[config.mk]
export PLATFORM = sky130hd
export DESIGN_NAME = sat_bcp_top
export DESIGN_NICKNAME = d
export VERILOG_FILES = /design/src/hw/sat_pkg.sv /design/src/hw/lit_cell.sv /design/src/hw/lit_row.sv /design/src/hw/terminal_cell.sv /design/src/hw/clause_cell.sv /design/src/hw/clause_array.sv /design/src/hw/var_store.sv /design/src/hw/sat_bcp_top.sv
export SDC_FILE = /design/constraint.sdc
export NUM_CORES = 1
export LEC_CHECK = 0
export BUFFER_PORTS_ARGS = -buffer_cell sky130_fd_sc_hd__buf_2
export CAP_MARGIN = 20
export CORE_UTILIZATION = 55
export CTS_BUF_LIST = sky130_fd_sc_hd__clkbuf_16
export DETAILED_ROUTE_END_ITERATION = 8
export PLACE_DENSITY = 0.76
export RECOVER_POWER = 50
export SYNTH_ARGS = -nofsm -noshare
export SYNTH_HDL_FRONTEND = slang
export SYNTH_SLANG_ARGS = --single-unit
[constraint.sdc]
create_clock -name clk -period 8.4 [get_ports clk]
set_input_delay 1.68 -clock clk [delete_from_list [all_inputs] [get_ports clk]]
set_output_delay 1.68 -clock clk [all_outputs]
set_load 0.01 [all_outputs]
[src/hw/sat_pkg.sv]
package sat_pkg;

    localparam int NUM_VARS    = 8;
    localparam int NUM_CLAUSES = 4;
    localparam int CLEN_W      = 4;
    localparam int VAR_W       = $clog2(NUM_VARS);

    // one literal of a clause; both bits clear means the variable is absent.
    typedef struct packed {
        logic pos;
        logic neg;
    } lit_t;

    // implied marks a value that came from propagation.
    typedef struct packed {
        logic assigned;
        logic value;
        logic implied;
    } var_state_t;

    typedef lit_t [NUM_VARS-1:0] clause_t;

    typedef var_state_t [NUM_VARS-1:0] var_vec_t;

    // saturating free-literal count.
    typedef logic [1:0] fcnt_t;

    localparam fcnt_t FCNT_ZERO = 2'd0;
    localparam fcnt_t FCNT_ONE  = 2'd1;
    localparam fcnt_t FCNT_MANY = 2'd2;

    localparam lit_t LIT_ABSENT = '{pos: 1'b0, neg: 1'b0};

    localparam var_state_t VAR_FREE = '{assigned: 1'b0, value: 1'b0, implied: 1'b0};

endpackage

[src/hw/lit_cell.sv]
`timescale 1ns/1ps

module lit_cell (
    input  logic                clk,
    input  logic                rst,
    input  sat_pkg::lit_t       lit_i,
    input  logic                wr_i,
    input  sat_pkg::var_state_t var_i,
    output sat_pkg::var_state_t var_o,
    input  sat_pkg::fcnt_t      fcnt_pre_i,
    output sat_pkg::fcnt_t      fcnt_next_o,
    input  logic                imp_drv_i,
    input  logic                apply_impl_i,
    output logic                sat_o,
    output logic                cclause_o,
    output sat_pkg::lit_t       lit_o
);
    import sat_pkg::*;

    lit_t lit_r;
    logic imp_me_r;
    logic present;
    logic free;
    logic driving;

    assign present = lit_r.pos | lit_r.neg;
    assign free    = present & ~var_i.assigned;
    assign driving = imp_drv_i & free;

    always_ff @(posedge clk) begin
        if (!rst) begin
            lit_r <= LIT_ABSENT;
        end else if (wr_i) begin
            lit_r <= lit_i;
        end
    end

    // remembers that this cell produced the pending implication.
    always_ff @(posedge clk) begin
        if (!rst) begin
            imp_me_r <= 1'b0;
        end else if (wr_i) begin
            imp_me_r <= 1'b0;
        end else if (apply_impl_i && driving) begin
            imp_me_r <= 1'b1;
        end
    end

    assign sat_o = present & var_i.assigned & (var_i.value ? lit_r.pos : lit_r.neg);

    assign fcnt_next_o = !free                   ? fcnt_pre_i :
                         (fcnt_pre_i == FCNT_ZERO) ? FCNT_ONE   : FCNT_MANY;

    // implied value equals the literal polarity.
    assign var_o = driving ? '{assigned: 1'b1, value: lit_r.pos, implied: 1'b1} : VAR_FREE;

    // the variable this cell implied has been released again by a backtrack.
    assign cclause_o = imp_me_r & ~var_i.assigned;

    assign lit_o = lit_r;

endmodule

[src/hw/lit_row.sv]
`timescale 1ns/1ps

module lit_row (
    input  logic              clk,
    input  logic              rst,
    input  logic              wr_i,
    input  sat_pkg::clause_t  clause_i,
    output sat_pkg::clause_t  clause_o,
    input  sat_pkg::var_vec_t var_vec_i,
    output sat_pkg::var_vec_t var_vec_o,
    input  logic              imp_drv_i,
    input  logic              apply_impl_i,
    output sat_pkg::fcnt_t    fcnt_o,
    output logic              sat_o,
    output logic              cclause_o
);
    import sat_pkg::*;

    fcnt_t                fcnt_chain [NUM_VARS+1];
    logic [NUM_VARS-1:0]  sat_bits;
    logic [NUM_VARS-1:0]  cclause_bits;

    // count starts empty at the head of the row.
    assign fcnt_chain[0] = FCNT_ZERO;

    for (genvar v = 0; v < NUM_VARS; v++) begin : g_cell
        lit_cell u_lit_cell (
            .clk          (clk),
            .rst          (rst),
            .lit_i        (clause_i[v]),
            .wr_i         (wr_i),
            .var_i        (var_vec_i[v]),
            .var_o        (var_vec_o[v]),
            .fcnt_pre_i   (fcnt_chain[v]),
            .fcnt_next_o  (fcnt_chain[v+1]),
            .imp_drv_i    (imp_drv_i),
            .apply_impl_i (apply_impl_i),
            .sat_o        (sat_bits[v]),
            .cclause_o    (cclause_bits[v]),
            .lit_o        (clause_o[v])
        );
    end

    assign fcnt_o    = fcnt_chain[NUM_VARS];
    assign sat_o     = |sat_bits;
    assign cclause_o = |cclause_bits;

endmodule

[src/hw/terminal_cell.sv]
`timescale 1ns/1ps

module terminal_cell (
    input  logic           clausesat_i,
    input  sat_pkg::fcnt_t fcnt_i,
    input  logic           cclause_i,
    output logic           imp_drv_o,
    output logic           conflict_o,
    output logic           cclause_drv_o
);
    import sat_pkg::*;

    logic unsat;

    assign unsat = ~clausesat_i;

    // unit clause, the one free literal must become true.
    assign imp_drv_o = unsat & (fcnt_i == FCNT_ONE);

    // no free literal left and nothing true; an empty clause lands here too.
    assign conflict_o = unsat & (fcnt_i == FCNT_ZERO);

    // clear request only counts while the clause is open again.
    assign cclause_drv_o = cclause_i & (unsat | imp_drv_o);

endmodule

[src/hw/clause_cell.sv]
`timescale 1ns/1ps

module clause_cell (
    input  logic                      clk,
    input  logic                      rst,
    input  sat_pkg::var_vec_t         var_vec_i,
    output sat_pkg::var_vec_t         var_vec_o,
    input  logic                      wr_i,
    input  logic                      rd_i,
    input  sat_pkg::clause_t          clause_i,
    output sat_pkg::clause_t          clause_o,
    input  logic [sat_pkg::CLEN_W-1:0] clause_len_i,
    output logic [sat_pkg::CLEN_W-1:0] clause_len_o,
    input  logic                      apply_impl_i,
    input  logic                      apply_bkt_i,
    output logic                      sat_o,
    output logic                      conflict_o
);
    import sat_pkg::*;

    clause_t           lits;
    fcnt_t             fcnt;
    logic              clausesat;
    logic              cclause;
    logic              cclause_drv;
    logic              imp_drv;
    logic              is_reason_r;
    logic              need_clear_r;
    logic [CLEN_W-1:0] len_r;

    lit_row u_lit_row (
        .clk          (clk),
        .rst          (rst),
        .wr_i         (wr_i),
        .clause_i     (clause_i),
        .clause_o     (lits),
        .var_vec_i    (var_vec_i),
        .var_vec_o    (var_vec_o),
        .imp_drv_i    (imp_drv),
        .apply_impl_i (apply_impl_i),
        .fcnt_o       (fcnt),
        .sat_o        (clausesat),
        .cclause_o    (cclause)
    );

    terminal_cell u_terminal_cell (
        .clausesat_i   (clausesat),
        .fcnt_i        (fcnt),
        .cclause_i     (cclause),
        .imp_drv_o     (imp_drv),
        .conflict_o    (conflict_o),
        .cclause_drv_o (cclause_drv)
    );

    always_ff @(posedge clk) begin
        if (!rst) begin
            need_clear_r <= 1'b0;
        end else if (is_reason_r && cclause_drv) begin
            need_clear_r <= 1'b1;
        end else if (!is_reason_r) begin
            need_clear_r <= 1'b0;
        end
    end

    // set when this clause's implication is committed.
    always_ff @(posedge clk) begin
        if (!rst) begin
            is_reason_r <= 1'b0;
        end else if (apply_impl_i && imp_drv) begin
            is_reason_r <= 1'b1;
        end else if (apply_bkt_i && need_clear_r) begin
            is_reason_r <= 1'b0;
        end
    end

    always_ff @(posedge clk) begin
        if (!rst) begin
            len_r <= '0;
        end else if (wr_i) begin
            len_r <= clause_len_i;
        end
    end

    assign clause_len_o = is_reason_r ? '0 : len_r;
    assign clause_o     = rd_i ? lits : '0;
    assign sat_o        = clausesat;

endmodule

[src/hw/clause_array.sv]
`timescale 1ns/1ps

module clause_array (
    input  logic                                                  clk,
    input  logic                                                  rst,
    input  sat_pkg::var_vec_t                                     var_vec_i,
    output sat_pkg::var_vec_t                                     imp_vec_o,
    input  logic [sat_pkg::NUM_CLAUSES-1:0]                       clause_wr_i,
    input  logic [sat_pkg::NUM_CLAUSES-1:0]                       clause_rd_i,
    input  sat_pkg::clause_t                                      clause_i,
    output sat_pkg::clause_t                                      clause_o,
    input  logic [sat_pkg::CLEN_W-1:0]                            clause_len_i,
    output logic [sat_pkg::NUM_CLAUSES-1:0][sat_pkg::CLEN_W-1:0]  clause_len_o,
    input  logic                                                  apply_impl_i,
    input  logic                                                  apply_bkt_i,
    output logic                                                  all_sat_o,
    output logic                                                  conflict_o
);
    import sat_pkg::*;

    var_vec_t                 imp_req [NUM_CLAUSES];
    clause_t                  rd_data [NUM_CLAUSES];
    logic [NUM_CLAUSES-1:0]   sat_bits;
    logic [NUM_CLAUSES-1:0]   conflict_bits;

    for (genvar c = 0; c < NUM_CLAUSES; c++) begin : g_clause
        clause_cell u_clause_cell (
            .clk          (clk),
            .rst          (rst),
            .var_vec_i    (var_vec_i),
            .var_vec_o    (imp_req[c]),
            .wr_i         (clause_wr_i[c]),
            .rd_i         (clause_rd_i[c]),
            .clause_i     (clause_i),
            .clause_o     (rd_data[c]),
            .clause_len_i (clause_len_i),
            .clause_len_o (clause_len_o[c]),
            .apply_impl_i (apply_impl_i),
            .apply_bkt_i  (apply_bkt_i),
            .sat_o        (sat_bits[c]),
            .conflict_o   (conflict_bits[c])
        );
    end

    // unselected clauses return zero, so a plain OR merges them.
    always_comb begin
        imp_vec_o = '0;
        clause_o  = '0;
        for (int c = 0; c < NUM_CLAUSES; c++) begin
            imp_vec_o = imp_vec_o | imp_req[c];
            clause_o  = clause_o | rd_data[c];
        end
    end

    assign all_sat_o  = &sat_bits;
    assign conflict_o = |conflict_bits;

endmodule

[src/hw/var_store.sv]
`timescale 1ns/1ps

module var_store (
    input  logic                      clk,
    input  logic                      rst,
    input  logic                      dec_wr_i,
    input  logic [sat_pkg::VAR_W-1:0] dec_var_i,
    input  logic                      dec_val_i,
    input  sat_pkg::var_vec_t         imp_vec_i,
    input  logic                      apply_impl_i,
    input  logic                      apply_bkt_i,
    output sat_pkg::var_vec_t         var_vec_o
);
    import sat_pkg::*;

    var_vec_t vars_r;
    var_vec_t vars_next;

    always_comb begin
        vars_next = vars_r;
        // backtrack drops every implied variable, decisions stay.
        if (apply_bkt_i) begin
            for (int v = 0; v < NUM_VARS; v++) begin
                if (vars_r[v].implied) begin
                    vars_next[v] = VAR_FREE;
                end
            end
        end
        // only still-unassigned variables take an implication.
        if (apply_impl_i) begin
            for (int v = 0; v < NUM_VARS; v++) begin
                if (imp_vec_i[v].assigned && !vars_r[v].assigned) begin
                    vars_next[v] = imp_vec_i[v];
                end
            end
        end
        if (dec_wr_i) begin
            vars_next[dec_var_i] = '{assigned: 1'b1, value: dec_val_i, implied: 1'b0};
        end
    end

    always_ff @(posedge clk) begin
        if (!rst) begin
            vars_r <= '0;
        end else begin
            vars_r <= vars_next;
        end
    end

    assign var_vec_o = vars_r;

endmodule

[src/hw/sat_bcp_top.sv]
`timescale 1ns/1ps

module sat_bcp_top (
    input  logic                                                  clk,
    input  logic                                                  rst,
    input  logic [sat_pkg::NUM_CLAUSES-1:0]                       clause_wr_i,
    input  logic [sat_pkg::NUM_CLAUSES-1:0]                       clause_rd_i,
    input  sat_pkg::clause_t                                      clause_i,
    input  logic [sat_pkg::CLEN_W-1:0]                            clause_len_i,
    output sat_pkg::clause_t                                      clause_o,
    output logic [sat_pkg::NUM_CLAUSES-1:0][sat_pkg::CLEN_W-1:0]  clause_len_o,
    input  logic                                                  dec_wr_i,
    input  logic [sat_pkg::VAR_W-1:0]                             dec_var_i,
    input  logic                                                  dec_val_i,
    input  logic                                                  apply_impl_i,
    input  logic                                                  apply_bkt_i,
    output sat_pkg::var_vec_t                                     var_vec_o,
    output logic                                                  all_sat_o,
    output logic                                                  conflict_o
);
    import sat_pkg::*;

    var_vec_t var_vec;
    var_vec_t imp_vec;

    clause_array u_clause_array (
        .clk          (clk),
        .rst          (rst),
        .var_vec_i    (var_vec),
        .imp_vec_o    (imp_vec),
        .clause_wr_i  (clause_wr_i),
        .clause_rd_i  (clause_rd_i),
        .clause_i     (clause_i),
        .clause_o     (clause_o),
        .clause_len_i (clause_len_i),
        .clause_len_o (clause_len_o),
        .apply_impl_i (apply_impl_i),
        .apply_bkt_i  (apply_bkt_i),
        .all_sat_o    (all_sat_o),
        .conflict_o   (conflict_o)
    );

    var_store u_var_store (
        .clk          (clk),
        .rst          (rst),
        .dec_wr_i     (dec_wr_i),
        .dec_var_i    (dec_var_i),
        .dec_val_i    (dec_val_i),
        .imp_vec_i    (imp_vec),
        .apply_impl_i (apply_impl_i),
        .apply_bkt_i  (apply_bkt_i),
        .var_vec_o    (var_vec)
    );

    assign var_vec_o = var_vec;

endmodule

==> results of run 1 <==
## kinds of logic after synthesis
| kind of cell | Yosys count |
|---|---|
| adders and majority gates | 11 |
| buffers and inverters | 99 |
| AOI/OAI and AO/OA | 255 |
| DFF | 144 |
| muxes | 124 |
| xor gates and xnor gates | 4 |
| and+or+nand+nor | 292 |
## layout by cell type (no fill, tap or decap), types with 17 or more instances in the layout
master and n:
dfxtp_1 144, inv_1 45, a21oi_1 44, nor2b_1 23
mux2i_1 104, buf_2 53, nor2_1 143, a31oi_1 18
clkbuf_16 17, nand2_1 57, a22oi_1 46, clkbuf_1 42
## worst min-delay path: stages (launching register included)
cell and delay (ns):
dfxtp_1 0.31, inv_1 0.05, a21oi_1 0.05
## stage by stage
| step | instance area, um^2 | cells | total power [mW] | setup slack [ns] |
|---|---|---|---|---|
| 2_1_floorplan | 8100 | 929 | 1.44 | 4.20 |
| 3_3_place_gp | 8590 | 1151 | 1.69 | 3.82 |
| 3_5_place_dp | 8590 | 1151 | 1.70 | 3.72 |
| 4_1_cts | 9200 | 1183 | 2.49 | 3.26 |
| 5_1_grt | 9150 | 1183 | 2.60 | 2.63 |
| 6_report | 9150 | 1183 | 2.51 | 2.87 |
## power by group through the flow
stage	registers, mW	clock network, mW	logic, mW
final	0.860	0.796	0.851
after global routing	0.866	0.831	0.906
after CTS	0.854	0.798	0.834
after detailed placement	0.869	0	0.830
after global placement	0.868	0	0.826
after floorplan	0.822	0	0.615
## final cells by class
type	instances	share of cell area
repair buffers	96	0.0471
flip-flops and latches	144	0.315
well taps	180	0.0246
inverters	45	0.0185
clock inverters	15	0.0209
multi-input cells	686	0.527
clock buffers	17	0.0465
## routing by layer
layer / vias to the layer above / GRT usage
met4: 0 / 0.188
met1: 3685 / 0.472
met2: 434 / 0.585
li1: 3522 / -
met5: - / 0
met3: 86 / 0.0918
## final timing paths
| path | from | to | depth (start not counted) |
|---|---|---|---|
| worst max-delay path | rst | flip-flop | 4 |
| worst max register to register | u_var_store.var_vec_o[5] | u_var_store.var_vec_o[7] | 12 |
| worst min-delay path | flip-flop | flip-flop | 2 |
| worst min register to register | flip-flop | flip-flop | 2 |
==> metrics.cfg, run 1 <==
[sta]
fmax_mhz=181
holdWs_ns=0.453
worstMarginPinSlew_ns=3.44
fin_crit_sh=0.659
relSlewSlack=-1.29
setup_violations=0
finalSetupTns_ns=0
period_minus_slack_ns=5.53
rsz0062_at_grt=no
hold_violations=0
slew_viol_final=146
finClkSkew_ns=0.0153

[synth]
synth_cells=929
yosysTopAreaCellShare=0.356
synthXorXnorAreaFrac=0.00664
seq_area_frac_synth=0.356
ys_seq_elements=144
async_flop_share=0
synth_most_common_cell=dfxtp_1
yosysUniqueCellTypes=79
yosys-top-cells-area=dfxtp_1, mux2i_1, nor2_1, a22oi_1, a21oi_1
syn-num-nets=976
ys.flop_type=dfxtp_1
synth_edf_count=0
synth-simple-area-share=0.169
synth_area_leader_cell=dfxtp_1
syn_area_per_cell_um2=8.72
synthAdderAreaFrac=0.0167
ys_warn_count=0
synthMuxAreaShare=0.159
synth_top_family_by_area=compound AO/OA/AOI/OAI gates
synth-compound-area-share=0.245
syn_area_um2=8100
synth_commonest_cells=dfxtp_1, nor2_1, mux2i_1

[worst_setup_path]
path_max_fanout=79
arrival_ns=5.71
crit_family=buffers and inverters
startpoint_type=primary input
critPathMaxStageDelay_ns=2.49
path_class=primary input to flip-flop
crit_slowest_cell=clkbuf_1
critPathCaptureType=flip-flop
reg2reg_setup_slack_ns=4.04
cp.required_ns=8.58
crit_chain=clkbuf_1, inv_1, clkbuf_1, nor2_1
critPathBufInv=3
cp_common_cell=clkbuf_1

[route]
route.detailed.drc=0
top_layer=met4
dr.pass1.iters=6
wl_met1_um=11200
ant_nets=0
vias_per_cell=6.53
drt_first_iter_violations=872
vias=7727
route.met3.wl_um=2680
wl_per_cell_um=23.1
wl_um=27300
wl_met2_um=12200

[global_routing]
grt_max_degree=80
grtUsageTotal=0.372
grt_pass1_vias=7183
antenna_found_initial=0
grt_pass1_wl_um=41400
overflow=0

[clock_network]
cts_tree=done
cts_resized=0
cts_hold_buf=0
cts_htree_levels=4
cts_buffer_depth=2
clock_sinks=144
post_cts_buffers=0
cts.clk_slew.worst_paths_ns=0.07
root_buffer=clkbuf_16
clk_latency_ns=0.44
cts_made_buffers=17

[die]
die_w_um=123
placementRows=43
die_y_um=123
initial_core_util=0.575
die_area_um2=15200
design.portCount=95
core_area_um2=14100

[job]
cap_viol_max_count=4

[run_status]
violations=max-capacitance violations, max-slew violations
status=finished with violations

[placement]
place_congestion=1.04
dp_hpwl_um=19700
portBuffers=94

[layout]
diodes=0
finish.utilization=0.649
register_area_um2=2880
finish.net_count=1037
multi_input_area_um2=4820
fill_cells=1273
syn_to_final_growth_pct=12.9
drive_gt1_frac=0.145

[min_path]
min_path_type=flip-flop to flip-flop

[power_and_ir_drop]
ir_worst_vdd_v=0.000206
cellPowerDensity_nw_per_um2=274
pwr-share-comb=0.340
p_leak_nw=3.80
p_seq_frac=0.343
internal_power_mw=1.53
p_sw_mw=0.979
p_clk_frac=0.317
swShare=0.391

(Power assumes the default switching activity.)
==> run 2, diff against run 1 <==
--- a/config.mk
+++ b/config.mk
@@ -5,6 +5,7 @@
 export SDC_FILE = /design/constraint.sdc
 export NUM_CORES = 1
 export LEC_CHECK = 0
+export ABC_AREA = 1
 export BUFFER_PORTS_ARGS = -buffer_cell sky130_fd_sc_hd__buf_2
 export CAP_MARGIN = 20
 export CORE_UTILIZATION = 55
==> constraint.sdc (replaced) <==
create_clock -name clk -period 5.49 [get_ports clk]
set_input_delay 1.098 -clock clk [delete_from_list [all_inputs] [get_ports clk]]
set_output_delay 1.098 -clock clk [all_outputs]
set_load 0.01 [all_outputs]
==> run 2 against run 1 <==
The flow still finishes with violations (max-capacitance violations, max-slew violations); final area rose by 0.88%; synthesized cell count rose by 37%; wire length rose by 7.3%; global-route usage rose by 2.0 points; utilization fell by 1.4 points; critical path depth did not move; clock skew fell by 0.0070 ns; sequential power rose by 51%; highest routed layer unchanged.
==> metrics.cfg, run 2 <==
[synth]
synth_area_leader_cell=dfxtp_1
ys_warn_count=0
yosysUniqueCellTypes=45
synth-simple-area-share=0.246
synthXorXnorAreaFrac=0
yosysTopAreaCellShare=0.352
syn-num-nets=1316
synthMuxAreaShare=0
ys.flop_type=dfxtp_1
synth_cells=1269
syn_area_um2=8200
yosys-top-cells-area=dfxtp_1, a21oi_1, nand2_1, inv_1, o21ai_0
async_flop_share=0
synthAdderAreaFrac=0.0153
synth_top_family_by_area=compound AO/OA/AOI/OAI gates
syn_area_per_cell_um2=6.46
synth-compound-area-share=0.267
synth_most_common_cell=nand2_1
synth_commonest_cells=nand2_1, inv_1, a21oi_1
ys_seq_elements=144
seq_area_frac_synth=0.352
synth_edf_count=0

[power_and_ir_drop]
cellPowerDensity_nw_per_um2=428
ir_worst_vdd_v=0.000287
p_leak_nw=4.13

[route]
drt_first_iter_violations=1001
vias=9029
route.detailed.drc=0
wl_per_cell_um=19.2
wl_um=29300
vias_per_cell=5.90
dr.pass1.iters=7
ant_nets=0

[die]
initial_core_util=0.564
die_w_um=124
design.portCount=95
placementRows=44
die_area_um2=15400
core_area_um2=14500
die_y_um=124

[layout]
fill_cells=1415
register_area_um2=2880
finish.utilization=0.635
syn_to_final_growth_pct=12.5
final_cell_mix=nand2_1, inv_1, a21oi_1, o21ai_0, dfxtp_1
drive_gt1_frac=0.111
final_common_cell=nand2_1
finish.net_count=1381
diodes=0
multi_input_area_um2=4330

[worst_setup_path]
crit_slowest_cell=clkbuf_1
critPathCaptureType=flip-flop
path_max_fanout=82
cp.required_ns=5.83
path_class=primary input to flip-flop
critPathMaxStageDelay_ns=1.97
crit_chain=buf_2, clkbuf_1, nand2_1, a21oi_1
arrival_ns=4.64
startpoint_type=primary input

[sta]
period_minus_slack_ns=4.30
finClkSkew_ns=0.00828
rsz0062_at_grt=no
slew_viol_final=166
finalSetupTns_ns=0
fmax_mhz=233
fin_crit_sh=0.783
worstMarginPinSlew_ns=2.73
hold_violations=0
relSlewSlack=-0.818
setup_violations=0

[global_routing]
antenna_found_initial=0
grt_pass1_vias=8037
overflow=0
grt_max_degree=83
grtUsageTotal=0.392
grt_pass1_wl_um=44100

[placement]
dp_hpwl_um=22000
place_congestion=1.05
portBuffers=94

[clock_network]
cts_resized=0
cts_htree_levels=4
cts_buffer_depth=2
clk_latency_ns=0.43
cts_tree=done
post_cts_buffers=0
clock_sinks=144
cts.clk_slew.worst_paths_ns=0.07
cts_made_buffers=17
root_buffer=clkbuf_16
cts_hold_buf=0

[run_status]
violations=max-capacitance violations, max-slew violations
status=finished with violations

[min_path]
min_path_type=flip-flop to flip-flop

[job]
cap_viol_max_count=3

## run 2: changes by cell type in the layout (fill, tap and decap cells not counted), moves of 16 or more
cell | previous run | this run
mux2i_1 | 104 | 0
nand2_1 | 57 | 216
nor2_1 | 143 | 100
inv_1 | 45 | 204
nand3_1 | 8 | 55
nor2b_1 | 23 | 0
a21oi_1 | 44 | 191
a22oi_1 | 46 | 0
nand2b_1 | 16 | 0
o21ai_0 | 10 | 147
## run 2: power by group
| group | internal (mW) | switching [mW] |
|---|---|---|
| combinational | 0.456 | 1.10 |
| clock | 0.619 | 0.480 |
| sequential | 1.15 | 0.156 |
## run 2: routing by layer
layer	up-vias	part of all wire	track usage
li1	4316	-	-
met1	4166	0.42	0.520
met2	460	0.43	0.592
met3	87	0.096	0.0842
met4	0	0.053	0.210
met5	-	0	0
## run 2: cell type report
class,count,share of cell area
clock buffer,17,0.0461
tap,184,0.0249
timing repair buffer,100,0.0500
multi-input combinational,865,0.470
clock inverter,15,0.0132
inverter,206,0.0838
sequential,144,0.312
## run 2: final timing paths
path                                          startpoint                       end  slack (ns)  cells past startpoint
worst min-delay path                           flip-flop                 flip-flop        0.45                      2
worst max register to register  u_var_store.var_vec_o[2]  u_var_store.var_vec_o[7]        1.92                     20
worst min register to register                 flip-flop                 flip-flop        0.45                      2
worst max-delay path                                 rst                 flip-flop        1.19                      4
## run 2: worst max-delay path, delay by kind of cell
kind                   cells  cell delay, ns
AOI/OAI and AO/OA          1            0.34
and+or+nand+nor            1            0.82
buffers and inverters      2            2.38
## run 2: per-stage QoR
step	setup slack [ns]	hold slack, ns	instances	instance area (um^2)	power [mW]
after global routing	0.835	0.467	1531	9230	4.15
after CTS	1.39	0.453	1531	9280	3.90
after global placement	1.88	0.436	1499	8730	2.82
after floorplan	2.17	0.428	1269	8200	2.33
after detailed placement	1.85	0.443	1499	8730	2.82
final	1.19	0.454	1531	9230	3.95
## run 2: cell families (layout without fill, tap and decap cells)
logic type      count (synthesis)  after routing
fa+ha+maj                      10             10
buf+inv                       260            338
flops                         144            144
compound gates                407            407
simple gates                  448            448
==> run 3, diff against run 2 <==
--- a/config.mk
+++ b/config.mk
@@ -5,7 +5,7 @@
 export SDC_FILE = /design/constraint.sdc
 export NUM_CORES = 1
 export LEC_CHECK = 0
-export ABC_AREA = 1
+export ABC_AREA = 0
 export BUFFER_PORTS_ARGS = -buffer_cell sky130_fd_sc_hd__buf_2
 export CAP_MARGIN = 20
 export CORE_UTILIZATION = 55
==> constraint.sdc (replaced) <==
create_clock -name clk -period 4.38 [get_ports clk]
set_input_delay 0.876 -clock clk [delete_from_list [all_inputs] [get_ports clk]]
set_output_delay 0.876 -clock clk [all_outputs]
set_load 0.01 [all_outputs]
==> run 3 against run 2 <==
The flow now finishes without violations; final cell count down 22%; final area hardly changed; die area is 1.2% lower; via count decreased by 13%; non-clock buffer count up 1; critical path depth is 7 higher.
==> metrics.cfg, run 3 (same netlist as run 1, synthesis figures left out) <==
[sta]
finClkSkew_ns=0.00907
finalSetupTns_ns=0
finalWorstSetupSlack_ns=0.159
fmax_mhz=237
setup_violations=0
rsz0062_at_grt=no
slew_viol_final=0
hold_violations=0
fin_crit_sh=0.964
relSlewSlack=0.101
worstMarginPinSlew_ns=1.35
period_minus_slack_ns=4.22

[worst_setup_path]
path_class=flip-flop to primary output
cp.required_ns=3.50
startpoint_type=flip-flop
critPathCaptureType=primary output
path_max_fanout=11
arrival_ns=3.35

[power_and_ir_drop]
p_leak_nw=3.85
cellPowerDensity_nw_per_um2=527
ir_worst_vdd_v=0.000476

[global_routing]
antenna_found_initial=0
overflow=0
use_met3=0.0904
grt_max_degree=46
grt-busiest-layer=met2
grtUsageTotal=0.373
grt_pass1_vias=7264
use_met1=0.482
grtUsageMet2=0.581
grt_pass1_wl_um=41800

[clock_network]
post_cts_buffers=0
cts_hold_buf=0
clk_latency_ns=0.42
clock_sinks=144
cts_made_buffers=17
cts_buffer_depth=2
cts_tree=done
cts.clk_slew.worst_paths_ns=0.07
cts_htree_levels=4
root_buffer=clkbuf_16

[min_path]
min_path_type=flip-flop to flip-flop

[layout]
drive_gt1_frac=0.158
syn_to_final_growth_pct=13.9
diodes=0
final_cell_mix=dfxtp_1, nor2_1, mux2i_1, nand2_1, buf_2
finish.net_count=1042
final_common_cell=dfxtp_1

[placement]
dp_worst_setup_slack_ns=0.598
portBuffers=94
place_congestion=0.990
dp_hpwl_um=19500

[route]
route.detailed.drc=0
drt_first_iter_violations=944
ant_nets=0
vias=7822
vias_per_cell=6.58
dr.pass1.iters=5
wl_um=27300
wl_per_cell_um=23.0

[job]
cap_viol_max_count=0

[die]
placementRows=43
initial_core_util=0.575
core_area_um2=14100
die_y_um=123
die_w_um=123
die_area_um2=15200
design.portCount=95

[run_status]
status=finished clean

## run 3: final timing paths
path                                  from                        to  slack [ns]  depth (start not counted)
setup / recovery  u_var_store.var_vec_o[5]                conflict_o        0.16                         11
hold reg to reg                  flip-flop                 flip-flop        0.45                          2
hold / removal                   flip-flop                 flip-flop        0.45                          2
setup reg to reg  u_var_store.var_vec_o[5]  u_var_store.var_vec_o[7]        0.55                         14
## run 3: area by class of cell
type,count,area (um^2)
clock buffer,17,425
timing repair buffer,101,474
tap,180,225
clock inverter,15,209
multi-input combinational,686,4830
fill,1247,4870
inverter,45,173
sequential,144,2880
## run 3: power breakdown
part	internal (mW)	switching [mW]	leakage [nW]
registers	1.43	0.232	1.18
logic	0.649	0.976	2.36
clock network	0.964	0.617	0.312
total	3.04	1.82	3.85
## run 3: metal layers
| metal | vias to the layer above | wire length [um] |
|---|---|---|
| li1 | 3536 | - |
| met1 | 3683 | 11100 |
| met2 | 498 | 12000 |
| met3 | 105 | 2880 |
| met4 | 0 | 1340 |
| met5 | - | 0 |
## run 3: through the flow
step / util / hold WS (ns) / cells / area (um^2) / total power [mW]
2_1_floorplan: - / 0.426 / 929 / 8100 / 2.76
3_3_place_gp: 0.612 / 0.434 / 1156 / 8620 / 3.23
3_5_place_dp: 0.612 / 0.442 / 1156 / 8620 / 3.24
4_1_cts: 0.657 / 0.451 / 1188 / 9260 / 4.81
5_1_grt: 0.654 / 0.487 / 1188 / 9220 / 5.04
6_report: 0.654 / 0.451 / 1188 / 9220 / 4.86
## run 3: what timing repair did
action / in CTS / in global routing
endpoints found under the setup margin: 0 / 1
gates resized for setup: 0 / 7
endpoints found under the hold margin: 0 / 0
## run 3: critical path: stages, from the launching register on
cell,delay (ns)
dfxtp_1,0.44
clkinvlp_4,0.29
o21ai_2,0.18
inv_1,0.10
ha_1,0.29
mux4_2,0.50
a22oi_1,0.25
o211ai_2,0.26
nor2b_1,0.27
nand2_1,0.08
nand3_1,0.11
buf_2,0.14
